[config.mk]
export PLATFORM = sky130hd
export DESIGN_NAME = reg_file
export DESIGN_NICKNAME = d
export VERILOG_FILES = /design/src/rtl/reg_file.sv
export SDC_FILE = /design/constraint.sdc
export NUM_CORES = 1
export LEC_CHECK = 0
export BUFFER_PORTS_ARGS = -buffer_cell sky130_fd_sc_hd__buf_4
export CORE_MARGIN = 1.5
export CORE_UTILIZATION = 56
export DETAILED_ROUTE_END_ITERATION = 6
export PLACE_DENSITY = 0.76
export SETUP_SLACK_MARGIN = 0.15
export SLEW_MARGIN = 10
export SYNTH_ARGS = -nofsm -noshare
export SYNTH_HDL_FRONTEND = slang
export SYNTH_SLANG_ARGS = --single-unit
[constraint.sdc]
create_clock -name clk -period 1.7 [get_ports clk]
set_clock_uncertainty 0.1 [all_clocks]
set_input_delay 0.085 -clock clk [delete_from_list [all_inputs] [get_ports clk]]
set_output_delay 0.085 -clock clk [all_outputs]
set_load 0.1 [all_outputs]
[src/rtl/reg_file.sv]
`default_nettype none

module reg_file (
  input  logic        clk,
  input  logic        arst_n,
  input  logic [3:0]  ra,
  input  logic [3:0]  rb,
  input  logic        we,
  input  logic [3:0]  wa,
  input  logic [15:0] wd,
  output logic [15:0] da,
  output logic [15:0] db
);

  logic [15:0] regs [16];

  always_ff @(posedge clk or negedge arst_n) begin
    if (!arst_n) begin
      for (int i = 0; i < 16; i++) begin
        regs[i] <= 16'h0000;
      end
    end else if (we) begin
      regs[wa] <= wd;
    end
  end

  // Write-before-read bypass
  always_comb begin
    if (we && (wa == ra)) begin
      da = wd;
    end else begin
      da = regs[ra];
    end

    if (we && (wa == rb)) begin
      db = wd;
    end else begin
      db = regs[rb];
    end
  end

endmodule

`default_nettype wire

==> results.txt <==
After Yosys synthesis, XOR and XNOR cells account for 0.490% of the synthesized area. CTS built an H-tree with a depth of 1. TritonCTS built the clock tree. The total global routing track utilization came out at 29.8%. The pin slew with the least headroom to its limit is 523 ps. The count of antenna diodes in the layout is 0. Summed over all cells, the static leakage comes to 7.56 nW.

Clock-pin slew was measured on the worst setup and hold paths at 60 ps. The cell row count is 58. The simple-gate share of the synthesized area is 1.76%. The final period utilization came out at 146%. Buffers placed on the I/O ports in this run total 62. Entering global routing, the biggest net connects 60 pins. The flow ran to the end, but the final reports show violations. The via count came out at 8,906. The mapped netlist covers 14,300 sq um. The count of antenna-violating nets left after detailed routing came out at 0.

The unique cell type count in the Yosys netlist came out at 22. The flip-flop and latch count after synthesis is 256. The part of the power in combinational logic came out at 36.0%.

The largest family of logic cells by synthesized area is multiplexers. The routed wire length per instance came out at 27.4 um. The portion of netlist area occupied by mux cells came out at 49.5%. Setup repair after global routing could not meet its margin everywhere. The number of DRC violations after detailed routing came out at 0. Once placement finished, the instance area stood at 16,100 sq um.

The via count of the first global-routing pass is 9,465. Hold timing on the final database bottoms out at a slack of 191 ps. The post-layout worst setup margin came out at -778 ps. After floorplanning, the core was sized to cover 25,100 sq um. The clock share of power is 26.3%. The per-instance average area after synthesis is 16.1 sq um. The count of filler cells inserted in the layout is 1,617. The critical path capture point type is an output pin. Once detailed placement completed, the half-perimeter wirelength came to 24,500 um. The die width is 163 um.

The top-level I/O count came out at 63. Routability-driven placement finished with a final weighted congestion of 0.794. The endpoint arrival time on the critical path came out at 2290 ps.

The overall die area came out at 26,500 sq um. After Yosys synthesis, full adders, half adders and majority gates account for 0% of the synthesized area. The switching part of the total came out at 32.8%. The share of Yosys cell area claimed by the top area cell type came out at 44.8%.

In the final layout, the share of cells above drive strength 1 is 63.1%. The first global-routing pass estimated 58,500 um of wire. After layout, the minimum clock period comes to 2480 ps. The flip-flop count of the largest register, all copies and words added is 256. The share of the synthesized area in compound gates (AO/OA/AOI/OAI) came out at 0%. The post-detailed-route via-to-cell ratio is 6.51. The post-synthesis cell type with the largest combined area is dfrtp_1. The post-detailed-routing wire length is 37,500 um. The final layout net count is 1,049. The switching power total is 7.48 mW. The path class of the lowest-slack min-delay path is in -> reg. The maximum clock insertion buffer count came out at 3. The insertion delay of the later-clocked pin in the worst-skew pair came out at 550 ps.

The max capacitance violation total is 0. The number of buffers created by CTS came out at 29. The area of all placed cells without fillers came out at 17,700 sq um. Once the floorplan was initialized, standard cells occupied 57.0% of the core. The sequential fraction of design power is 37.7%.

The largest registers in the layout are regs x256. The sequential fraction of the synthesis area is 44.8%. The worst-case IR drop observed on VDD is 1.38 mV. The number of slew-limit violations in the final report came out at 0. The worst setup path is launched from a flip-flop.

The worst hold path cell count came out at 5. Summed over all layers, the global routing overflow is 0. The synthesized net count came out at 918. The final reports fail on setup timing. The gate count of the mapped netlist came out at 887. Data on the critical path is required at its endpoint by 1510 ps. The worst reg2reg path depth came out at 3. The number of optimization iterations in the first detailed-route pass is 4. The number of antenna violations at the first check in global routing came out at 0. The setup violation total in the final timing report came out at 32. The layout overhead on the synthesized area is 23.8%.

Internal power comes to 15.3 mW. Ranked by total cell area, the synthesized netlist is headed by dfrtp_1 (45%), mux2_2 (23%), mux4_2 (20%). The peak clock frequency supported by timing is 404 MHz. regs holds more flip-flops than any other register.

The floorplan step set the die height to 163 um. The cell area power density came out at 1290 nW/um^2. The remaining max-slew budget at the tightest pin is 65.2%. The count of final hold-check violations is 0. Of all nets on the critical path, the largest fanout is 3. The clock sink total is 256. In this run the clock root is driven by a clkbuf_16. The count of routing violations after the opening detailed-route iteration is 650. The count of warnings emitted by yosys came out at 0.

The worst setup path is of the reg -> out kind.
cell usage after synthesis, drive strengths merged:
library cell / n
or3: 2
buf: 54
nor2: 6
nand3: 2
xor2: 6
mux2: 288
nor2b: 1
nand2: 6
or4: 1
clkbuf: 27
mux2i: 96
nor3: 6
nor4: 3
xnor2: 2
mux4: 128
dfrtp: 256
nand2b: 3
layout by cell type, fill, tap and decap left out:
cell type	Yosys	final
mux4_2	128	128
nand2b_4	2	2
nor3_4	0	6
xnor2_2	0	2
buf_12	0	74
nand2_1	6	6
buf_6	17	1
nor4_4	3	3
nor2b_1	1	1
mux2i_1	96	82
clkinv_2	0	4
dfrtp_1	256	256
or4_1	1	1
nor2_2	5	6
xor2_1	6	6
or3_1	2	2
clkbuf_1	27	8
mux2_4	0	31
dlygate4sd3_1	0	18
inv_6	0	1
clkinv_4	0	1
mux2i_4	0	1
nand2b_1	1	1
clkbuf_8	0	9
mux2i_2	0	13
nand3_1	2	2
buf_8	0	1
clkbuf_16	0	29
mux2_2	288	257
buf_4	10	87
final timing paths:
path / slack (ps) / start / endpoint
min in group asynchronous: 510 / arst_n / regs[242]$_DFFE_PN0P_
min: 190 / wa[2] / regs[99]$_DFFE_PN0P_
max: -780 / regs[64]$_DFFE_PN0P_ / da[0]
max in group asynchronous: 340 / arst_n / regs[164]$_DFFE_PN0P_
min reg2reg: 420 / regs[82]$_DFFE_PN0P_ / regs[82]$_DFFE_PN0P_
max reg2reg: 580 / regs[13]$_DFFE_PN0P_ / regs[13]$_DFFE_PN0P_
power by group through the flow:
stage	Combinational [mW]	Sequential [mW]	Clock, mW
global placement	7.05	8.51	0
finish	8.21	8.59	5.98
global route	8.56	8.77	6.33
CTS	8.13	8.54	6.08
floorplan	5.74	8.26	0
detailed placement	7.18	8.62	0
routing by layer:
metal	track usage, %	up-vias	wire length, um
li1	-	3714	-
met1	43.2	4826	16000
met2	46.7	301	18100
met3	4.53	65	2260
met4	9.38	0	1090
met5	0	-	0
critical path: stages, from the launching register on:
cell and delay [ps]:
dfrtp_1 400, mux4_2 480, mux2i_2 180, mux2i_1 170, mux2_4 340, buf_12 170
what timing repair did:
action	4_1_cts	5_1_grt
hold endpoints to repair	512	0
hold buffers	18	0
resized for setup	109	9
endpoints found under the setup margin	32	32
buffers inserted	3	3
stage by stage:
stage               util, %  power (mW)  setup TNS [ps]  worst slack, ps  instances
floorplan                 -        14.0           -1390            -57.8        887
finish                 70.6        22.8          -22200             -778       1369
global route           70.6        23.7          -24110             -829       1369
CTS                    70.3        22.8          -22680             -786       1366
global placement       64.1        15.6          -10800             -383       1293
detailed placement     64.1        15.8          -11320             -390       1293
area by class of cell:
| cell class | instances | area, sq um | area share (%) |
|---|---|---|---|
| clock inverters | 6 | 37.5 | 0.212 |
| well taps | 330 | 413 | 2.33 |
| repair buffers | 181 | 2340 | 13.2 |
| clock buffers | 46 | 880 | 4.96 |
| flip-flops and latches | 256 | 6410 | 36.2 |
| multi-input cells | 550 | 7640 | 43.1 |
cell families (layout without fill, tap and decap cells):
kind of cell  count (synthesis)  count (layout)
simple gates                 30              30
xor+xnor                      8               8
flops                       256             256
buf+inv                      81             233
mux                         512             512
Note: power is estimated with default switching activity, not from simulation.
