**src/rtl/cpu_pkg.sv**
```systemverilog
`default_nettype none

package cpu_pkg;

  ////////////////////
  // Opcodes
  ////////////////////
  typedef enum logic [3:0] {
    OP_ADD = 4'h0,
    OP_SUB = 4'h1,
    OP_XOR = 4'h2,
    OP_AND = 4'h3,
    OP_OR  = 4'h4,
    OP_SLL = 4'h5,
    OP_SRL = 4'h6,
    OP_NOP = 4'h7,
    OP_LW  = 4'h8,
    OP_SW  = 4'h9,
    OP_LLB = 4'hA,
    OP_LHB = 4'hB,
    OP_HLT = 4'hF   // C to E fall through as NOP
  } opcode_e;

  // Register format with op rd rs rt
  typedef struct packed {
    opcode_e    op;
    logic [3:0] rd;
    logic [3:0] rs;
    logic [3:0] rt;
  } instr_r_t;

  // Immediate format with imm8 as {rs, offset} for LW/SW
  typedef struct packed {
    opcode_e    op;
    logic [3:0] rd;
    logic [7:0] imm8;
  } instr_i_t;

  typedef union packed {
    instr_r_t r;
    instr_i_t i;
  } instr_u;

  ////////////////////
  // Pipeline payloads
  ////////////////////
  typedef struct packed {
    opcode_e alu_op;
    logic    use_imm;     // ALU b from imm
    logic    mem_read;
    logic    mem_write;
    logic    reg_write;
    logic    mem_to_reg;
    logic    halt;
  } ctrl_t;

  typedef struct packed {
    ctrl_t       ctrl;
    logic [15:0] opa;
    logic [15:0] opb;
    logic [15:0] imm;
    logic [3:0]  dst;
  } id_ex_t;

  typedef struct packed {
    ctrl_t       ctrl;
    logic [15:0] result;
    logic [15:0] store_data;
    logic [3:0]  dst;
  } ex_mem_t;

  typedef struct packed {
    logic        valid;
    logic [3:0]  dst;
    logic [15:0] data;
  } wb_t;

  localparam ctrl_t       NOP_CTRL = '{alu_op: OP_NOP, default: '0};
  localparam logic [15:0] NOP_WORD = {OP_NOP, 12'h000};

endpackage

`default_nettype wire
```
**src/rtl/alu.sv**
```systemverilog
`default_nettype none

module alu (
  input  cpu_pkg::opcode_e op,
  input  logic [15:0]      a,
  input  logic [15:0]      b,
  output logic [15:0]      y
);
  import cpu_pkg::*;

  always_comb begin
    case (op)
      OP_ADD: begin
        y = a + b;  // Wraps
      end
      OP_SUB: begin
        y = a - b;
      end
      OP_XOR: begin
        y = a ^ b;
      end
      OP_AND: begin
        y = a & b;
      end
      OP_OR: begin
        y = a | b;
      end
      OP_SLL: begin
        y = a << b[3:0];
      end
      OP_SRL: begin
        y = a >> b[3:0];  // Logical
      end
      // Address calc as base plus scaled offset
      OP_LW, OP_SW: begin
        y = a + b;
      end
      OP_LLB: begin
        y = {a[15:8], b[7:0]};
      end
      OP_LHB: begin
        y = {b[7:0], a[7:0]};
      end
      default: begin
        y = 16'h0000;
      end
    endcase
  end

endmodule

`default_nettype wire

```
**config.mk**
```make
export PLATFORM = sky130hd
export DESIGN_NAME = alu
export DESIGN_NICKNAME = d
export VERILOG_FILES = /design/src/rtl/cpu_pkg.sv /design/src/rtl/alu.sv
export SDC_FILE = /design/constraint.sdc
export NUM_CORES = 1
export LEC_CHECK = 0
export BUFFER_PORTS_ARGS = -buffer_cell sky130_fd_sc_hd__buf_2
export CAP_MARGIN = 5
export CORE_UTILIZATION = 45
export DETAILED_ROUTE_END_ITERATION = 16
export GPL_TIMING_DRIVEN = 0
export PLACE_DENSITY = 0.64
export SYNTH_ARGS = -nofsm -noshare
export SYNTH_HDL_FRONTEND = slang
export SYNTH_SLANG_ARGS = --single-unit
```
**constraint.sdc**
```tcl
create_clock -name vclk -period 3.9
set_clock_uncertainty 0.05 [all_clocks]
set_input_delay 0 -clock vclk [all_inputs]
set_output_delay 0 -clock vclk [all_outputs]
set_load 0.1 [all_outputs]
```
==> impl_metrics.py, run 1 <==
metrics = {
    "run_status": {
        "status": "completed",
    },
    "global_route": {
        "grt_pass1_vias": 3999,
        "grt_max_degree": 14,
        "grt_pass1_wl_mm": 21.9,
        "antenna_found_initial": 0,
        "overflow": 0,
        "grt.total_usage_pct": 32.5,
    },
    "power": {
        "power_density_mw_per_mm2": 200,
        "power.leakage_nw": 1.86,
        "power_uw": 846,
        "peakVddDrop_mv": 0.134,
    },
    "sta": {
        "rsz0062_at_grt": "false",
        "max_freq_mhz": 271,
        "relSlewSlack_pct": 46.3,
        "finalSetupViolCount": 0,
        "worst_pin_slew_ps": 795,
        "slew_violations": 0,
        "finalWorstSetupSlack_ps": 216,
        "fin_crit_sh_pct": 94.5,
        "period_needed_ps": 3680,
        "hold_viol_final": 0,
    },
    "yosys": {
        "syn-cell-area_mm2": 0.00381,
        "yosysWarnings": 0,
        "yosysUniqueCellTypes": 71,
        "seq_area_frac_synth_pct": 0,
        "postSynthAreaPerCell_um2": 7.58,
        "yosysMostFrequentCell": "ha_1",
        "synth_top_area_share_pct": 17.1,
        "synthCells": 502,
        "yosys.area.top_type": "ha_1",
        "syn_nets": 591,
        "synthTopCellsByCount": "52 x ha_1, 48 x a21oi_1, 44 x nand2_1, 44 x nor2_1, 40 x inv_1",
        "synth_area_leaders": "ha_1 17%, mux4_2 9.5%, a21oi_1 6.3%, mux2i_1 4.7%, nand2_1 4.3%",
    },
    "worst_setup_path": {
        "critPathLaunchType": "input port",
        "crit_fanout": 10,
        "crit_type": "in2out",
        "required_ps": 3850,
        "arrival_ps": 3630,
        "cp-end-kind": "primary output",
    },
    "die": {
        "die_w_um": 94.0,
        "io_pins": 52,
        "dieArea_mm2": 0.00883,
        "design.core.area_mm2": 0.00822,
        "die_y_um": 94.0,
        "fp-row-count": 33,
        "start_util_pct": 46.3,
    },
    "finish": {
        "area_growth_pct": 11.1,
        "finalNetCount": 643,
        "seq_cells": 0,
        "antenna_cells": 0,
        "final-seq-area_um2": 0,
        "final_cells": 657,
        "n_clock_buffer": 0,
        "drive_gt1_share_pct": 18.8,
        "fin_area_mm2": 0.00423,
    },
    "placement": {
        "dpl_worst_slack_ps": -98.4,
        "dp.cells": 657,
        "place_area_mm2": 0.00419,
        "routabilityCongestion": 0.966,
        "hpwlAfterDp_mm": 11.3,
        "numPortBuffers": 50,
    },
    "hold_path": {
        "min_delay_path_depth": 4,
        "hold_class": "in2out",
    },
    "route": {
        "dr.pass1.iters": 5,
        "drt-total-wl_mm": 14.3,
        "wl_per_cell_um": 21.7,
        "ant_nets": 0,
        "vias": 4377,
        "drc": 0,
        "vias_per_cell": 6.66,
        "drt_iter0_markers": 503,
    },
    "clock_network": {
        "holdBufCountCts": 0,
        "postCtsSetupBuffers": 0,
    },
    "job": {
        "drv_cap": 0,
    },
}
==> per-layer routing <==
layer  share of wire, %  vias up  global-route usage, %
met5                  0        -                      0
met4                2.9        0                   8.33
met3                 11       27                   5.74
met2                 45      297                   52.4
met1                 42     2069                   44.3
li1                   -     1984                      -
==> worst max-delay path, stage by stage <==
cell	delay, ps
buf_2	100
buf_6	170
buf_4	230
buf_4	240
clkinvlp_4	220
ha_1	340
a21o_1	130
inv_1	50
fa_1	400
nand3b_1	240
a2111oi_4	340
o21ai_1	170
or3b_1	370
a21oi_1	200
a211o_1	170
buf_6	230
==> path summary, 6_finish.rpt <==
path | from | to
min | a[1] | y[1]
max | b[0] | y[14]
==> metrics by stage <==
step	TNS, ps	hold WS (ps)	util (%)
6_report	0	652	51.5
5_1_grt	0	671	51.5
4_1_cts	0	658	51.0
3_5_place_dp	-98.4	658	51.0
3_3_place_gp	-56.6	638	51.0
2_1_floorplan	0	662	-
==> final cells by class <==
type	count	area, um^2
buffer	36	196
fill	844	3990
inverter	41	158
multi-input combinational	425	3480
tap	105	131
timing repair buffer	50	262
==> placed cells by master, fill, tap and decap left out, types with 8 or more instances in the layout <==
cell / count
nor2_1: 44
a21oi_1: 48
xnor2_1: 15
mux4_2: 16
o21ai_0: 23
nand3_1: 9
buf_2: 56
o221ai_1: 9
nand2b_1: 8
ha_1: 52
xor2_1: 8
a211oi_1: 8
clkbuf_1: 18
mux2i_1: 18
inv_1: 39
nand2_1: 43
o211ai_1: 9
==> logic make-up after synthesis <==
family,Yosys count,synth area share [%]
simple gates,143,19.0
xor+xnor,23,5.29
fa+ha+maj,53,17.6
buf+inv,77,9.17
mux,49,21.4
compound gates,157,27.5
==> power breakdown <==
part / switching, mW / total, mW / internal [mW]
Combinational: 0.585 / 0.846 / 0.261
Clock: 0 / 0 / 0
Sequential: 0 / 0 / 0
==> what timing repair did <==
action | CTS | global route
pin swaps | 0 | 0
setup endpoints to repair | 1 | 7
gates resized for setup | 1 | 12
cloned | 0 | 0
No activity file was read; power rests on OpenSTA's default activity.
==> run 2, diff against run 1 <==
- RECOVER_POWER: default -> 25
==> impl_metrics.py, run 2 (synthesis results as in run 1) <==
metrics = {
    "route": {
        "drt-total-wl_mm": 14.2,
        "drt_iter0_markers": 540,
        "vias_per_cell": 6.61,
        "dr.pass1.iters": 5,
        "vias": 4343,
        "wl_per_cell_um": 21.6,
        "drc": 0,
        "ant_nets": 0,
    },
    "worst_setup_path": {
        "crit_slowest_cell": "fa_1",
        "worstPathCellList": "buf_2, buf_6, buf_4, buf_4, clkinvlp_4, ha_1, a21o_1, inv_1, fa_1, nand3b_1, a2111oi_4, o21ai_1, or3b_1, a21oi_1, a211o_1, buf_6",
        "crit_fanout": 10,
        "crit_start": "b[0]",
        "required_ps": 3850,
        "crit_type": "in2out",
        "cp-end-kind": "primary output",
        "critPathLaunchType": "input port",
        "arrival_ps": 3630,
        "slowest_delay_ps": 400,
        "cp_top_family": "buffers and inverters",
        "crit_path_end": "y[14]",
        "crit_buf_inv": 7,
        "crit_cells": 16,
    },
    "die": {
        "design.core.area_mm2": 0.00822,
        "die_y_um": 94.0,
        "die_w_um": 94.0,
        "io_pins": 52,
        "start_util_pct": 46.3,
        "dieArea_mm2": 0.00883,
        "fp-row-count": 33,
    },
    "sta": {
        "whs_ps": 833,
        "max_freq_mhz": 272,
        "hold_viol_final": 0,
        "rsz0062_at_grt": "false",
        "fin_crit_sh_pct": 94.4,
        "period_needed_ps": 3680,
        "worst_pin_slew_ps": 1160,
        "finalSetupViolCount": 0,
        "tns_ps": 0,
        "relSlewSlack_pct": 22.9,
        "slew_violations": 0,
    },
    "finish": {
        "n_clock_buffer": 0,
        "final_util_pct": 51.4,
        "mostFrequentLayoutCell": "buf_2",
        "final-seq-area_um2": 0,
        "seq_cells": 0,
        "antenna_cells": 0,
        "area_growth_pct": 11.0,
        "finalNetCount": 643,
        "fillCellCount": 847,
        "final_cell_mix": "53 x buf_2, 52 x ha_1, 48 x a21oi_1, 44 x nor2_1, 43 x nand2_1",
        "multiInputGateArea_mm2": 0.00348,
        "drive_gt1_share_pct": 18.3,
    },
    "hold_path": {
        "hold_class": "in2out",
    },
    "power": {
        "power.leakage_nw": 1.85,
        "power_uw": 844,
        "power_density_mw_per_mm2": 200,
        "peakVddDrop_mv": 0.134,
    },
    "run_status": {
        "status": "completed",
    },
    "global_route": {
        "grt_pass1_wl_mm": 21.9,
        "grt.total_usage_pct": 32.5,
        "antenna_found_initial": 0,
        "grt_max_degree": 14,
        "grt_pass1_vias": 3999,
        "overflow": 0,
    },
    "clock_network": {
        "postCtsSetupBuffers": 0,
        "holdBufCountCts": 0,
    },
    "placement": {
        "hpwlAfterDp_mm": 11.3,
        "numPortBuffers": 50,
        "routabilityCongestion": 0.966,
    },
    "job": {
        "drv_cap": 0,
    },
}
==> run 2: cell types whose count changed in the layout (fill, tap and decap cells not counted), sizes merged <==
| cell | change |
|---|---|
| clkbuf | +3 |
| buf | -3 |
==> run 2: worst min path at each step <==
stage	startpoint	to	cells past startpoint
floorplan	op[2]	y[12]	3
global placement	a[1]	y[1]	4
detailed placement	a[1]	y[1]	4
CTS	a[1]	y[1]	4
global route	op[2]	y[13]	5
finish	b[15]	y[15]	6
==> run 2: where the power goes <==
group          switching [mW]  total, mW  internal (mW)
combinational           0.584      0.844          0.260
sequential                  0          0              0
clock                       0          0              0
total                   0.584      0.844          0.260
==> run 2: through the flow <==
step / cells / cell area [um^2] / worst slack [ps]
after global routing: 657 / 4220 / 6.80
after detailed placement: 657 / 4190 / -98.4
after floorplan: 502 / 3810 / 113
final: 657 / 4220 / 219
after CTS: 657 / 4190 / 37.2
after global placement: 657 / 4190 / -56.6
==> run 2: metal layers <==
layer,up-vias,share of wire [%],track usage (%),routed length (um)
li1,1987,-,-,-
met2,260,45,52.4,6330
met4,0,3.2,8.33,453
met5,-,0,0,0
met1,2060,43,44.3,6090
met3,36,9.4,5.74,1340
==> run 2: area by class of cell <==
type / count / share of cell area, %
Timing Repair Buffer: 50 / 6.10
Inverter: 41 / 3.73
Buffer: 36 / 4.65
Multi-Input combinational cell: 425 / 82.4
Tap cell: 105 / 3.11
==> run 2: tightest hold or removal path: stages <==
cell      delay, ps
buf_2           110
xor2_1          100
xnor2_1         150
nor2_1           90
a211o_1         120
clkbuf_4        320
==> run 2: what timing repair did <==
item | in CTS | in global routing
cloned | 0 | 0
setup endpoints to repair | 1 | 7
gates resized for setup | 1 | 12
