[src/rtl/cpu_pkg.sv]
`default_nettype none

package cpu_pkg;

  ////////////////////
  // Opcodes
  ////////////////////
  typedef enum logic [3:0] {
    OP_ADD = 4'h0,
    OP_SUB = 4'h1,
    OP_XOR = 4'h2,
    OP_AND = 4'h3,
    OP_OR  = 4'h4,
    OP_SLL = 4'h5,
    OP_SRL = 4'h6,
    OP_NOP = 4'h7,
    OP_LW  = 4'h8,
    OP_SW  = 4'h9,
    OP_LLB = 4'hA,
    OP_LHB = 4'hB,
    OP_HLT = 4'hF   // C to E fall through as NOP
  } opcode_e;

  // Register format with op rd rs rt
  typedef struct packed {
    opcode_e    op;
    logic [3:0] rd;
    logic [3:0] rs;
    logic [3:0] rt;
  } instr_r_t;

  // Immediate format with imm8 as {rs, offset} for LW/SW
  typedef struct packed {
    opcode_e    op;
    logic [3:0] rd;
    logic [7:0] imm8;
  } instr_i_t;

  typedef union packed {
    instr_r_t r;
    instr_i_t i;
  } instr_u;

  ////////////////////
  // Pipeline payloads
  ////////////////////
  typedef struct packed {
    opcode_e alu_op;
    logic    use_imm;     // ALU b from imm
    logic    mem_read;
    logic    mem_write;
    logic    reg_write;
    logic    mem_to_reg;
    logic    halt;
  } ctrl_t;

  typedef struct packed {
    ctrl_t       ctrl;
    logic [15:0] opa;
    logic [15:0] opb;
    logic [15:0] imm;
    logic [3:0]  dst;
  } id_ex_t;

  typedef struct packed {
    ctrl_t       ctrl;
    logic [15:0] result;
    logic [15:0] store_data;
    logic [3:0]  dst;
  } ex_mem_t;

  typedef struct packed {
    logic        valid;
    logic [3:0]  dst;
    logic [15:0] data;
  } wb_t;

  localparam ctrl_t       NOP_CTRL = '{alu_op: OP_NOP, default: '0};
  localparam logic [15:0] NOP_WORD = {OP_NOP, 12'h000};

endpackage

`default_nettype wire
[src/rtl/decode_unit.sv]
`default_nettype none

module decode_unit (
  input  cpu_pkg::instr_u  instr,
  input  logic             halted,
  output logic [3:0]       ra,
  output logic [3:0]       rb,
  input  logic [15:0]      da,
  input  logic [15:0]      db,
  output cpu_pkg::id_ex_t  id_ex
);
  import cpu_pkg::*;

  ctrl_t       ctrl;
  logic [15:0] imm;

  // Register selects
  always_comb begin
    ra = instr.r.rs;
    rb = instr.r.rt;
    case (instr.r.op)
      OP_LLB, OP_LHB: ra = instr.i.rd;   // Old value gets merged
      OP_SW:          rb = instr.i.rd;   // Store data
      default:        rb = instr.r.rt;
    endcase
  end

  // Immediate view of the same word
  always_comb begin
    case (instr.i.op)
      OP_LW, OP_SW:   imm = {{11{instr.i.imm8[3]}}, instr.i.imm8[3:0], 1'b0};
      OP_LLB, OP_LHB: imm = {8'h00, instr.i.imm8};
      default:        imm = 16'h0000;
    endcase
  end

  ////////////////////
  // Control
  ////////////////////
  always_comb begin
    ctrl = NOP_CTRL;
    if (!halted) begin  // Everything after HLT is squashed
      case (instr.r.op)
        OP_ADD, OP_SUB, OP_XOR, OP_AND, OP_OR, OP_SLL, OP_SRL: begin
          ctrl.alu_op    = instr.r.op;
          ctrl.reg_write = 1'b1;
        end
        OP_LW: begin
          ctrl.alu_op     = OP_LW;
          ctrl.use_imm    = 1'b1;
          ctrl.mem_read   = 1'b1;
          ctrl.reg_write  = 1'b1;
          ctrl.mem_to_reg = 1'b1;
        end
        OP_SW: begin
          ctrl.alu_op    = OP_SW;
          ctrl.use_imm   = 1'b1;
          ctrl.mem_write = 1'b1;
        end
        OP_LLB, OP_LHB: begin
          ctrl.alu_op    = instr.i.op;
          ctrl.use_imm   = 1'b1;
          ctrl.reg_write = 1'b1;
        end
        OP_HLT:  ctrl.halt = 1'b1;
        default: ctrl = NOP_CTRL;
      endcase
    end
  end

  assign id_ex = '{ctrl: ctrl, opa: da, opb: db, imm: imm, dst: instr.r.rd};

endmodule

`default_nettype wire

[config.mk]
export PLATFORM = sky130hd
export DESIGN_NAME = decode_unit
export DESIGN_NICKNAME = d
export VERILOG_FILES = /design/src/rtl/cpu_pkg.sv /design/src/rtl/decode_unit.sv
export SDC_FILE = /design/constraint.sdc
export NUM_CORES = 1
export LEC_CHECK = 0
export BUFFER_PORTS_ARGS = -buffer_cell sky130_fd_sc_hd__buf_4
export CORE_MARGIN = 8
export CORE_UTILIZATION = 28
export DETAILED_ROUTE_END_ITERATION = 16
export PLACE_DENSITY = 0.87
export REMOVE_ABC_BUFFERS = 1
export SETUP_SLACK_MARGIN = 0.02
export SYNTH_ARGS = -nofsm -noshare
export SYNTH_HDL_FRONTEND = slang
export SYNTH_SLANG_ARGS = --single-unit
[constraint.sdc]
create_clock -name vclk -period 2.1
set_clock_uncertainty 0.1 [all_clocks]
set_input_delay 0.42 -clock vclk [all_inputs]
set_output_delay 0.42 -clock vclk [all_outputs]
set_load 0.1 [all_outputs]
==> results of run 1 <==
-- final cells by class --
| cell class | instances | area share [%] |
|---|---|---|
| timing repair buffer | 59 | 57.1 |
| multi-input combinational | 40 | 38.0 |
| tap | 28 | 4.44 |
| inverter | 1 | 0.475 |
-- cells in the final DEF, fill, tap and decap left out --
cell type                   n
sky130_fd_sc_hd__and2_1     1
sky130_fd_sc_hd__nand4_1    1
sky130_fd_sc_hd__nor2b_1    1
sky130_fd_sc_hd__nor2_1     6
sky130_fd_sc_hd__nand2_1    4
sky130_fd_sc_hd__nand2b_1   2
sky130_fd_sc_hd__nor3b_2    1
sky130_fd_sc_hd__a21o_1     1
sky130_fd_sc_hd__buf_4     57
sky130_fd_sc_hd__buf_6      2
sky130_fd_sc_hd__or2_2      1
sky130_fd_sc_hd__a21oi_1    4
sky130_fd_sc_hd__nand3b_1   1
sky130_fd_sc_hd__inv_1      1
sky130_fd_sc_hd__and4bb_4   1
sky130_fd_sc_hd__mux2_2     8
sky130_fd_sc_hd__a211o_1    2
sky130_fd_sc_hd__a221oi_1   1
sky130_fd_sc_hd__mux2i_1    3
sky130_fd_sc_hd__nor3b_1    2
-- layer usage --
| layer | up-vias | share of wire, % |
|---|---|---|
| met1 | 284 | 40 |
| met4 | 0 | 0 |
| met3 | 0 | 27 |
| met5 | - | 0 |
| li1 | 273 | - |
| met2 | 91 | 33 |
-- Yosys cell counts, drive strengths merged, types with 2 or more instances --
cell type  count  area (um2)
nor2           6        22.5
mux2i          3        30.0
a21oi          4        20.0
nand2          4        15.0
nor3b          3        22.5
buf           47         354
nand2b         2        12.5
mux2           8        90.1
a211o          2        17.5
-- per-stage QoR --
step | setup TNS (ns) | worst slack [ns] | cell area [um2] | hold WS, ns | instances
2_1_floorplan | -91.06 | -8.84 | 299 | 0.740 | 41
3_3_place_gp | 0 | 0.0878 | 777 | 0.741 | 128
3_5_place_dp | 0 | 0.0679 | 777 | 0.741 | 128
4_1_cts | 0 | 0.0672 | 777 | 0.741 | 128
5_1_grt | 0 | 0.0203 | 790 | 0.741 | 128
6_report | 0 | 0.0699 | 790 | 0.741 | 128
-- final timing paths --
check	from	endpoint
setup / recovery	instr[13]	rb[1]
hold / removal	da[7]	id_ex[43]
-- kinds of logic after synthesis --
logic type      count (synthesis)  share of synthesized area (%)
compound gates                  8                           8.19
simple gates                   21                           18.5
buf+inv                        49                           55.0
mux                            11                           18.3
-- what timing repair did --
| action | CTS | global route |
|---|---|---|
| hold endpoints to repair | 0 | 0 |
| setup endpoints to repair | 0 | 2 |
| gates resized for setup | 0 | 3 |
| buffers inserted | 0 | 0 |
-- power by group through the flow --
stage	combinational [mW]	clock, mW	sequential, mW
2_1_floorplan	0.247	0	0
3_3_place_gp	0.375	0	0
3_5_place_dp	0.379	0	0
4_1_cts	0.380	0	0
5_1_grt	0.392	0	0
6_report	0.379	0	0
==> report_table.html, run 1 <==
<table>
<tr><th>Metric</th><th>Value</th></tr>
<tr><th colspan="2">Route</th></tr>
<tr><td>Post-route antenna net violation count</td><td>0</td></tr>
<tr><td>Avg Vias per Cell</td><td>5.06</td></tr>
<tr><td>Detailed-route DRC error count</td><td>0</td></tr>
<tr><td>Wire length per cell</td><td>25.3 um</td></tr>
<tr><td>Count of routing violations after the opening detailed-route iteration</td><td>44</td></tr>
<tr><td>Final WL</td><td>3240 um</td></tr>
<tr><td>Detailed-route via count</td><td>648</td></tr>
<tr><td>Iteration count of the initial detailed-routing pass</td><td>4</td></tr>
<tr><th colspan="2">Layout</th></tr>
<tr><td>Seq. cell area</td><td>0 um2</td></tr>
<tr><td>Layout net count</td><td>151</td></tr>
<tr><td>End-of-flow core utilization</td><td>35.7%</td></tr>
<tr><td>Clock buf count</td><td>0</td></tr>
<tr><td>Layout overhead on the synthesized area</td><td>20.2%</td></tr>
<tr><td>Number of antenna repair diodes</td><td>0</td></tr>
<tr><td>Share of final-layout standard cells stronger than drive strength 1</td><td>70.0%</td></tr>
<tr><td>Number of filler instances in the final layout</td><td>230</td></tr>
<tr><td>Total number of sequential cells</td><td>0</td></tr>
<tr><td>Area of the multi-input gates</td><td>300 um2</td></tr>
<tr><th colspan="2">STA</th></tr>
<tr><td>Final setup violating endpoints</td><td>0</td></tr>
<tr><td>Hold Fails Final Rpt</td><td>0</td></tr>
<tr><td>Worst slew margin relative to its limit</td><td>81.8%</td></tr>
<tr><td>Setup repair after global routing missed its margin</td><td>true</td></tr>
<tr><td>Crit path time final</td><td>2.03 ns</td></tr>
<tr><td>Fmax</td><td>493 MHz</td></tr>
<tr><td>Number of max-slew violations in the final report</td><td>0</td></tr>
<tr><td>Final period util</td><td>96.7%</td></tr>
<tr><td>Transition time at the pin with the least slew margin</td><td>0.273 ns</td></tr>
<tr><th colspan="2">Setup path</th></tr>
<tr><td>Max Fanout on Critical Path</td><td>8</td></tr>
<tr><td>Cells along the critical path</td><td>buf_4 -&gt; and4bb_4 -&gt; mux2_2 -&gt; buf_4</td></tr>
<tr><td>Slowest Stage Delay on Critical Path</td><td>0.37 ns</td></tr>
<tr><td>Worst Path Class, Setup</td><td>in -&gt; out</td></tr>
<tr><td>Largest delay share family, worst path</td><td>buffers and inverters</td></tr>
<tr><td>Worst path required time</td><td>1.58 ns</td></tr>
<tr><td>Critical Path Stages</td><td>4</td></tr>
<tr><td>Crit path DAT</td><td>1.51 ns</td></tr>
<tr><td>Sum of buffers and inverters on the critical path</td><td>2</td></tr>
<tr><td>Worst path most repeated cell</td><td>sky130_fd_sc_hd__buf_4</td></tr>
<tr><td>Sort of element at the end of the critical path</td><td>output port</td></tr>
<tr><td>CP max-delay cell</td><td>sky130_fd_sc_hd__and4bb_4</td></tr>
<tr><td>Startpoint types</td><td>input port</td></tr>
<tr><th colspan="2">Power</th></tr>
<tr><td>Switching component of the power</td><td>291 uW</td></tr>
<tr><td>Power density over the cells</td><td>480 nW/um2</td></tr>
<tr><td>Worst-case vdd ir drop</td><td>0.245 mV</td></tr>
<tr><td>Switching power share of the total</td><td>76.9%</td></tr>
<tr><td>Cell internal power dissipation</td><td>87.4 uW</td></tr>
<tr><td>Portion of total power attributed to sequential cells</td><td>0%</td></tr>
<tr><td>Power, Total</td><td>379 uW</td></tr>
<tr><td>Pleak</td><td>0.414 nW</td></tr>
<tr><td>Power share of the clock group</td><td>0%</td></tr>
<tr><td>Combinational Power Share</td><td>100.0%</td></tr>
<tr><th colspan="2">Floorplanning</th></tr>
<tr><td>Row Count</td><td>17</td></tr>
<tr><td>Placeable Area</td><td>2210 um2</td></tr>
<tr><td>Die footprint</td><td>4150 um2</td></tr>
<tr><td>Die Span X</td><td>64.4 um</td></tr>
<tr><td>Chip height</td><td>64.4 um</td></tr>
<tr><td>Starting utilization of the core area</td><td>29.7%</td></tr>
<tr><td>Boundary pin count</td><td>119</td></tr>
<tr><th colspan="2">Placed design</th></tr>
<tr><td>Routability Congestion</td><td>0.757</td></tr>
<tr><td>DPL Wire Length</td><td>2880 um</td></tr>
<tr><td>Input/output buffers</td><td>55</td></tr>
<tr><th colspan="2">Global routing</th></tr>
<tr><td>Met1 Usage GRT</td><td>16.8%</td></tr>
<tr><td>Number of global-route vias before repair</td><td>762</td></tr>
<tr><td>Met3 track demand over resource</td><td>18.9%</td></tr>
<tr><td>Global route hottest layer</td><td>met3</td></tr>
<tr><td>Overall global routing resource usage</td><td>14.5%</td></tr>
<tr><td>Total congestion overflow after global routing</td><td>0</td></tr>
<tr><td>Wire length of the first global-routing pass</td><td>4620 um</td></tr>
<tr><td>Met2 Use GR</td><td>16.0%</td></tr>
<tr><td>Number of antenna violations at the first check in global routing</td><td>0</td></tr>
<tr><td>Maximum number of pins on one net before global-route repair</td><td>11</td></tr>
<tr><th colspan="2">Synthesis</th></tr>
<tr><td>Gate Count Post-Synth</td><td>89</td></tr>
<tr><td>Cell area after synthesis</td><td>657 um2</td></tr>
<tr><td>Syn avg cell area</td><td>7.38 um2</td></tr>
<tr><td>Seq/Total Area, Yosys</td><td>0%</td></tr>
<tr><td>Number of library cell types mapped by synthesis</td><td>21</td></tr>
<tr><td>Yosys warning total</td><td>0</td></tr>
<tr><th colspan="2">Hold path</th></tr>
<tr><td>Worst min-delay path category</td><td>in -&gt; out</td></tr>
<tr><td>Min-Delay Path Depth</td><td>0</td></tr>
<tr><th colspan="2">Clocking</th></tr>
<tr><td>CTS Hold Buffers Added</td><td>0</td></tr>
<tr><th colspan="2">Flow run</th></tr>
<tr><td>Max-cap violations</td><td>0</td></tr>
<tr><th colspan="2">Outcome</th></tr>
<tr><td>Run status</td><td>finished clean</td></tr>
</table>
Power figures use the tool's default switching activity.
==> inputs of run 2 (changes only) <==
Settings changed: CORE_ASPECT_RATIO set to 1.4.
==> run 2 against run 1 <==
Clock-buffer cell count is the same. Design area shrank 1.7%. Via count shrank 3.4%. Global-route usage shrank 1.2 points. Power shrank 0.37%. Hold slack is essentially flat. Combinational power is essentially flat. First-iteration DRC count shrank 84%. Die area grew 0.53%. Final cell count shrank 3.9%. Critical endpoint is now id_ex[54]. Largest cell class unchanged. Largest power group unchanged. Highest routed layer unchanged.
==> report_table.html, run 2 (synthesized netlist as in run 1, its figures left out) <==
<table>
<tr><th>Metric</th><th>Value</th></tr>
<tr><th colspan="2">Outcome</th></tr>
<tr><td>Run status</td><td>finished clean</td></tr>
<tr><th colspan="2">Setup path</th></tr>
<tr><td>Startpoint types</td><td>input port</td></tr>
<tr><td>Worst path required time</td><td>1.58 ns (about the same)</td></tr>
<tr><td>Cells along the critical path</td><td>buf_4 -&gt; buf_4 -&gt; a21o_1 -&gt; a221oi_1 -&gt; buf_4</td></tr>
<tr><td>CP max-delay cell</td><td>sky130_fd_sc_hd__buf_4</td></tr>
<tr><td>Max Fanout on Critical Path</td><td>8 (unchanged)</td></tr>
<tr><td>Slowest Stage Delay on Critical Path</td><td>0.35 ns (-0.02 ns)</td></tr>
<tr><td>Crit path DAT</td><td>1.49 ns (-0.02 ns)</td></tr>
<tr><td>Worst Path Class, Setup</td><td>in -&gt; out</td></tr>
<tr><td>Sort of element at the end of the critical path</td><td>output port</td></tr>
<tr><td>Worst path most repeated cell</td><td>sky130_fd_sc_hd__buf_4</td></tr>
<tr><th colspan="2">STA</th></tr>
<tr><td>Fmax</td><td>497 MHz (+0.85%)</td></tr>
<tr><td>Crit path time final</td><td>2.01 ns (-0.0171 ns)</td></tr>
<tr><td>Transition time at the pin with the least slew margin</td><td>0.298 ns (+0.0255 ns)</td></tr>
<tr><td>Final period util</td><td>95.9% (-0.81 points)</td></tr>
<tr><td>Final setup violating endpoints</td><td>0 (unchanged)</td></tr>
<tr><td>Setup repair after global routing missed its margin</td><td>false</td></tr>
<tr><td>Hold Fails Final Rpt</td><td>0 (unchanged)</td></tr>
<tr><td>Worst slew margin relative to its limit</td><td>80.1% (-1.6 points)</td></tr>
<tr><td>Number of max-slew violations in the final report</td><td>0 (unchanged)</td></tr>
<tr><th colspan="2">Layout</th></tr>
<tr><td>Clock buf count</td><td>0 (unchanged)</td></tr>
<tr><td>Number of antenna repair diodes</td><td>0 (unchanged)</td></tr>
<tr><td>Number of filler instances in the final layout</td><td>260 (+13%)</td></tr>
<tr><td>Layout net count</td><td>151 (unchanged)</td></tr>
<tr><td>Layout overhead on the synthesized area</td><td>18.1%</td></tr>
<tr><td>Share of final-layout standard cells stronger than drive strength 1</td><td>70.0% (unchanged)</td></tr>
<tr><td>Fin cells</td><td>123 (-3.9%)</td></tr>
<tr><td>Final Instance Area</td><td>776 um2 (-1.7%)</td></tr>
<tr><td>Seq. cell area</td><td>0 um2 (unchanged)</td></tr>
<tr><td>Commonest cells after routing, fill and taps aside</td><td>sky130_fd_sc_hd__buf_4, sky130_fd_sc_hd__mux2_2, sky130_fd_sc_hd__nor2_1</td></tr>
<tr><td>Total number of sequential cells</td><td>0 (unchanged)</td></tr>
<tr><td>Commonest non-fill, non-tap cell in the layout</td><td>sky130_fd_sc_hd__buf_4</td></tr>
<tr><th colspan="2">Global routing</th></tr>
<tr><td>Total congestion overflow after global routing</td><td>0 (unchanged)</td></tr>
<tr><td>Number of global-route vias before repair</td><td>696 (-8.7%)</td></tr>
<tr><td>Overall global routing resource usage</td><td>13.2% (-1.2 points)</td></tr>
<tr><td>Maximum number of pins on one net before global-route repair</td><td>11 (unchanged)</td></tr>
<tr><td>Number of antenna violations at the first check in global routing</td><td>0 (unchanged)</td></tr>
<tr><td>Wire length of the first global-routing pass</td><td>4330 um (-6.1%)</td></tr>
<tr><th colspan="2">Floorplanning</th></tr>
<tr><td>Die footprint</td><td>4170 um2 (+0.53%)</td></tr>
<tr><td>Starting utilization of the core area</td><td>28.4% (-1.3 points)</td></tr>
<tr><td>Placeable Area</td><td>2310 um2 (+4.5%)</td></tr>
<tr><td>Row Count</td><td>21 (+4)</td></tr>
<tr><td>Boundary pin count</td><td>119 (unchanged)</td></tr>
<tr><td>Die Span X</td><td>56.9 um (-12%)</td></tr>
<tr><td>Chip height</td><td>73.3 um (+14%)</td></tr>
<tr><th colspan="2">Power</th></tr>
<tr><td>Power density over the cells</td><td>486 nW/um2 (+1.4%)</td></tr>
<tr><td>Worst-case vdd ir drop</td><td>0.192 mV (-22%)</td></tr>
<tr><td>Portion of total power attributed to sequential cells</td><td>0% (unchanged)</td></tr>
<tr><td>Power, Total</td><td>377 uW (-0.37%)</td></tr>
<tr><td>Power share of the clock group</td><td>0% (unchanged)</td></tr>
<tr><td>Cell internal power dissipation</td><td>86.9 uW (-0.55%)</td></tr>
<tr><td>Switching power share of the total</td><td>77.0% (about the same)</td></tr>
<tr><td>Combinational Power Share</td><td>100.0% (about the same)</td></tr>
<tr><td>Switching component of the power</td><td>290 uW (-0.32%)</td></tr>
<tr><td>Pleak</td><td>0.413 nW (-0.27%)</td></tr>
<tr><th colspan="2">Placed design</th></tr>
<tr><td>Placed Instances</td><td>123 (-3.9%)</td></tr>
<tr><td>Input/output buffers</td><td>55 (unchanged)</td></tr>
<tr><td>DPL Wire Length</td><td>2690 um (-6.6%)</td></tr>
<tr><td>Placed standard-cell area</td><td>771 um2 (-0.81%)</td></tr>
<tr><td>Routability Congestion</td><td>0.755 (-0.36%)</td></tr>
<tr><th colspan="2">Route</th></tr>
<tr><td>Avg Vias per Cell</td><td>5.09 (+0.53%)</td></tr>
<tr><td>Iteration count of the initial detailed-routing pass</td><td>2 (-2)</td></tr>
<tr><td>Count of routing violations after the opening detailed-route iteration</td><td>7 (-84%)</td></tr>
<tr><td>Post-route antenna net violation count</td><td>0 (unchanged)</td></tr>
<tr><td>Detailed-route via count</td><td>626 (-3.4%)</td></tr>
<tr><td>Final WL</td><td>3060 um (-5.4%)</td></tr>
<tr><td>Detailed-route DRC error count</td><td>0 (unchanged)</td></tr>
<tr><td>Wire length per cell</td><td>24.9 um (-1.6%)</td></tr>
<tr><th colspan="2">Clocking</th></tr>
<tr><td>CTS Hold Buffers Added</td><td>0 (unchanged)</td></tr>
<tr><td>Post-CTS repair timing setup buffer count</td><td>0 (unchanged)</td></tr>
<tr><th colspan="2">Hold path</th></tr>
<tr><td>End of the worst hold path</td><td>id_ex[20]</td></tr>
<tr><td>Min-Delay Path Depth</td><td>0 (unchanged)</td></tr>
<tr><td>Worst min-delay path category</td><td>in -&gt; out</td></tr>
<tr><td>Worst hold start</td><td>db[0]</td></tr>
<tr><th colspan="2">Flow run</th></tr>
<tr><td>Max-cap violations</td><td>0 (unchanged)</td></tr>
</table>
## run 2: worst max path at each step
stage	cells past startpoint	endpoint	slack (ns)	start
3_5_place_dp	4	id_ex[56]	0.07	instr[14]
3_3_place_gp	4	rb[0]	0.09	instr[13]
6_report	5	id_ex[54]	0.09	instr[13]
4_1_cts	4	id_ex[56]	0.07	instr[14]
2_1_floorplan	2	id_ex[12]	-8.84	instr[14]
5_1_grt	5	id_ex[54]	0.02	instr[13]
## run 2: final cells by class
type	count	area, um2	share of cell area [%]
Timing Repair Buffer	59	443	57.1
Tap cell	23	28.8	3.71
Multi-Input combinational cell	40	300	38.7
Inverter	1	3.75	0.484
## run 2: critical path, delay by kind of cell
| family | cells | cell delay [ns] |
|---|---|---|
| compound gates | 2 | 0.45 |
| buf+inv | 3 | 0.63 |
## run 2: metrics by stage
stage,TNS (ns),hold slack (ns),setup WS (ns),utilization [%]
2_1_floorplan,-91.06,0.740,-8.84,-
3_3_place_gp,0,0.741,0.0894,33.3
3_5_place_dp,0,0.741,0.0675,33.3
4_1_cts,0,0.741,0.0667,33.3
5_1_grt,0,0.741,0.0235,33.5
6_report,0,0.741,0.0871,33.5
## run 2: power groups by stage
stage / combinational (mW) / clock (mW) / sequential, mW
after global routing: 0.391 / 0 / 0
after global placement: 0.376 / 0 / 0
after floorplan: 0.247 / 0 / 0
final: 0.377 / 0 / 0
after CTS: 0.380 / 0 / 0
after detailed placement: 0.379 / 0 / 0
## run 2: repair_timing
action / 4_1_cts / 5_1_grt
endpoints found under the setup margin: 0 / 2
endpoints found under the hold margin: 0 / 0
resized for setup: 0 / 1
## run 2: per-layer routing
metal	up-vias	wire length (um)	GRT usage [%]
met5	-	0	4.23
met4	0	0	0
met3	0	682	14.2
met2	82	1100	15.6
met1	272	1290	16.5
li1	272	-	-
==> inputs of run 3 (changes only) <==
--- a/config.mk
+++ b/config.mk
@@ -11,6 +11,6 @@
 export CORE_UTILIZATION = 28
 export DETAILED_ROUTE_END_ITERATION = 16
+export GPL_ROUTABILITY_DRIVEN = 0
 export PLACE_DENSITY = 0.87
-export REMOVE_ABC_BUFFERS = 1
 export SETUP_SLACK_MARGIN = 0.02
 export SYNTH_ARGS = -nofsm -noshare
==> constraint.sdc (replaced) <==
create_clock -name vclk -period 2.1
set_clock_uncertainty 0.1 [all_clocks]
set_input_delay 0.42 -clock vclk [all_inputs]
set_output_delay 0.42 -clock vclk [all_outputs]
set_load 0.02 [all_outputs]
==> run 3 against run 2 <==
First-iteration DRC count rose by 29%. Global-route usage fell by 3.6 points. Non-clock buffer count fell by 3. Critical path depth did not move. Design area fell by 1.9%. Power fell by 53%. Final cell count fell by 2.4%. Critical endpoint is now id_ex[14]. Largest cell class unchanged. Highest routed layer is now met4.
==> report_table.html, run 3 (synthesized netlist as in run 1, its figures left out) <==
<table>
<tr><th>Metric</th><th>Value</th></tr>
<tr><th colspan="2">Route</th></tr>
<tr><td>Avg Vias per Cell</td><td>5.17 (+1.5%)</td></tr>
<tr><td>Final WL</td><td>2230 um (-27%)</td></tr>
<tr><td>Count of routing violations after the opening detailed-route iteration</td><td>9 (+2)</td></tr>
<tr><td>Detailed-route via count</td><td>620 (-0.96%)</td></tr>
<tr><td>Post-route antenna net violation count</td><td>0 (unchanged)</td></tr>
<tr><td>Wire length per cell</td><td>18.6 um (-25%)</td></tr>
<tr><td>Iteration count of the initial detailed-routing pass</td><td>4 (+2)</td></tr>
<tr><td>Detailed-route DRC error count</td><td>0 (unchanged)</td></tr>
<tr><th colspan="2">Floorplanning</th></tr>
<tr><td>Boundary pin count</td><td>119 (unchanged)</td></tr>
<tr><td>Die footprint</td><td>4170 um2 (unchanged)</td></tr>
<tr><td>Starting utilization of the core area</td><td>28.4% (unchanged)</td></tr>
<tr><td>Die Span X</td><td>56.9 um (unchanged)</td></tr>
<tr><td>Row Count</td><td>21 (unchanged)</td></tr>
<tr><td>Chip height</td><td>73.3 um (unchanged)</td></tr>
<tr><td>Placeable Area</td><td>2310 um2 (unchanged)</td></tr>
<tr><th colspan="2">Power</th></tr>
<tr><td>Worst-case vdd ir drop</td><td>0.0907 mV (-53%)</td></tr>
<tr><td>Switching power share of the total</td><td>53.1% (-24 points)</td></tr>
<tr><td>Pleak</td><td>0.399 nW (-3.4%)</td></tr>
<tr><td>Switching component of the power</td><td>94.6 uW (-67%)</td></tr>
<tr><td>Cell internal power dissipation</td><td>83.5 uW (-3.9%)</td></tr>
<tr><td>Power density over the cells</td><td>234 nW/um2 (-52%)</td></tr>
<tr><td>Combinational Power Share</td><td>100.0% (about the same)</td></tr>
<tr><td>Portion of total power attributed to sequential cells</td><td>0% (unchanged)</td></tr>
<tr><td>Power share of the clock group</td><td>0% (unchanged)</td></tr>
<tr><th colspan="2">Global routing</th></tr>
<tr><td>Wire length of the first global-routing pass</td><td>3420 um (-21%)</td></tr>
<tr><td>Total congestion overflow after global routing</td><td>0 (unchanged)</td></tr>
<tr><td>Number of global-route vias before repair</td><td>700 (+0.57%)</td></tr>
<tr><td>Overall global routing resource usage</td><td>9.62% (-3.6 points)</td></tr>
<tr><td>Number of antenna violations at the first check in global routing</td><td>0 (unchanged)</td></tr>
<tr><td>Maximum number of pins on one net before global-route repair</td><td>11 (unchanged)</td></tr>
<tr><th colspan="2">Flow run</th></tr>
<tr><td>Max-cap violations</td><td>0 (unchanged)</td></tr>
<tr><th colspan="2">Layout</th></tr>
<tr><td>Commonest non-fill, non-tap cell in the layout</td><td>sky130_fd_sc_hd__buf_4</td></tr>
<tr><td>Clock buf count</td><td>0 (unchanged)</td></tr>
<tr><td>End-of-flow core utilization</td><td>32.9% (-0.65 points)</td></tr>
<tr><td>Fin cells</td><td>120 (-2.4%)</td></tr>
<tr><td>Commonest cells after routing, fill and taps aside</td><td>sky130_fd_sc_hd__buf_4, sky130_fd_sc_hd__mux2_2, sky130_fd_sc_hd__nor2_1</td></tr>
<tr><td>Number of antenna repair diodes</td><td>0 (unchanged)</td></tr>
<tr><td>Total number of sequential cells</td><td>0 (unchanged)</td></tr>
<tr><td>Layout net count</td><td>148 (-2.0%)</td></tr>
<tr><td>Seq. cell area</td><td>0 um2 (unchanged)</td></tr>
<tr><td>Share of final-layout standard cells stronger than drive strength 1</td><td>71.1% (+1.1 points)</td></tr>
<tr><td>Layout overhead on the synthesized area</td><td>15.8%</td></tr>
<tr><th colspan="2">Clocking</th></tr>
<tr><td>Post-CTS repair timing setup buffer count</td><td>0 (unchanged)</td></tr>
<tr><td>CTS Hold Buffers Added</td><td>0 (unchanged)</td></tr>
<tr><td>Post-CTS Resized</td><td>0 (unchanged)</td></tr>
<tr><th colspan="2">STA</th></tr>
<tr><td>Hold Fails Final Rpt</td><td>0 (unchanged)</td></tr>
<tr><td>Final period util</td><td>93.7% (-2.1 points)</td></tr>
<tr><td>Number of max-slew violations in the final report</td><td>0 (unchanged)</td></tr>
<tr><td>Worst slew margin relative to its limit</td><td>79.1% (-1.0 points)</td></tr>
<tr><td>Final setup violating endpoints</td><td>0 (unchanged)</td></tr>
<tr><td>Crit path time final</td><td>1.97 ns (-0.0448 ns)</td></tr>
<tr><td>Worst-case setup margin in the final layout</td><td>0.132 ns (+0.0448 ns)</td></tr>
<tr><td>Transition time at the pin with the least slew margin</td><td>0.314 ns (+0.0156 ns)</td></tr>
<tr><td>Setup repair after global routing missed its margin</td><td>false</td></tr>
<tr><td>Final worst hold slack</td><td>0.740 ns (-0.000773 ns)</td></tr>
<tr><td>Fmax</td><td>508 MHz (+2.3%)</td></tr>
<tr><th colspan="2">Placed design</th></tr>
<tr><td>Placed Instances</td><td>120 (-2.4%)</td></tr>
<tr><td>DPL Wire Length</td><td>1960 um (-27%)</td></tr>
<tr><td>Input/output buffers</td><td>55 (unchanged)</td></tr>
<tr><td>Post-Place Worst Slack</td><td>0.124 ns (+0.0561 ns)</td></tr>
<tr><th colspan="2">Setup path</th></tr>
<tr><td>Worst path required time</td><td>1.58 ns (about the same)</td></tr>
<tr><td>Max Fanout on Critical Path</td><td>8 (unchanged)</td></tr>
<tr><td>Startpoint types</td><td>input port</td></tr>
<tr><td>Worst Path Class, Setup</td><td>in -&gt; out</td></tr>
<tr><td>Sort of element at the end of the critical path</td><td>output port</td></tr>
<tr><td>Crit path DAT</td><td>1.45 ns (-0.04 ns)</td></tr>
<tr><th colspan="2">Hold path</th></tr>
<tr><td>Worst hold start</td><td>db[5]</td></tr>
<tr><td>Min-Delay Path Depth</td><td>0 (unchanged)</td></tr>
<tr><td>Worst min-delay path category</td><td>in -&gt; out</td></tr>
<tr><td>End of the worst hold path</td><td>id_ex[25]</td></tr>
<tr><th colspan="2">Outcome</th></tr>
<tr><td>Run status</td><td>finished clean</td></tr>
<tr><th colspan="2">Synthesis</th></tr>
<tr><td>Syn Nets</td><td>138</td></tr>
</table>
## run 3: cell types whose count changed in the layout (fill, tap and decap cells not counted)
cell and delta:
sky130_fd_sc_hd__buf_4 -3, sky130_fd_sc_hd__nor3b_2 +1, sky130_fd_sc_hd__nor2_1 -1, sky130_fd_sc_hd__nor3b_1 -1, sky130_fd_sc_hd__nor2_2 +1
## run 3: how the worst max path moves through the flow
stage / start / end / slack, ns
2_1_floorplan: instr[15] / id_ex[56] / -0.007
3_3_place_gp: instr[13] / rb[0] / 0.15
3_5_place_dp: instr[13] / id_ex[16] / 0.12
4_1_cts: instr[13] / id_ex[16] / 0.12
5_1_grt: instr[13] / id_ex[14] / 0.03
6_report: instr[13] / id_ex[14] / 0.13
## run 3: power groups by stage
stage | Sequential (mW) | Combinational (mW) | Clock, mW
after floorplan | 0 | 0.190 | 0
after CTS | 0 | 0.181 | 0
after global routing | 0 | 0.192 | 0
after global placement | 0 | 0.175 | 0
after detailed placement | 0 | 0.180 | 0
final | 0 | 0.178 | 0
## run 3: worst max-delay path: stages
cell	delay (ns)
sky130_fd_sc_hd__buf_4	0.14
sky130_fd_sc_hd__buf_4	0.17
sky130_fd_sc_hd__nand2b_1	0.24
sky130_fd_sc_hd__nor2_2	0.27
sky130_fd_sc_hd__buf_4	0.20
## run 3: cell type report
cell class         count  area (um2)
multi-input cells     40         308
repair buffers        56         420
well taps             23        28.8
inverters              1        3.75
fillers              257        1550
## run 3: metrics by stage
step           setup TNS [ns]  power [mW]  instance area, um2
2_1_floorplan        -0.00669       0.190                 669
3_3_place_gp                0       0.175                 761
3_5_place_dp                0       0.180                 761
4_1_cts                     0       0.181                 761
5_1_grt                     0       0.192                 761
6_report                    0       0.178                 761
## run 3: per-layer routing
layer | global-route usage, % | wire length (um)
met4 | 6.02 | 116
met3 | 6.39 | 402
met2 | 16.4 | 1040
met1 | 7.93 | 670
met5 | 0 | 0
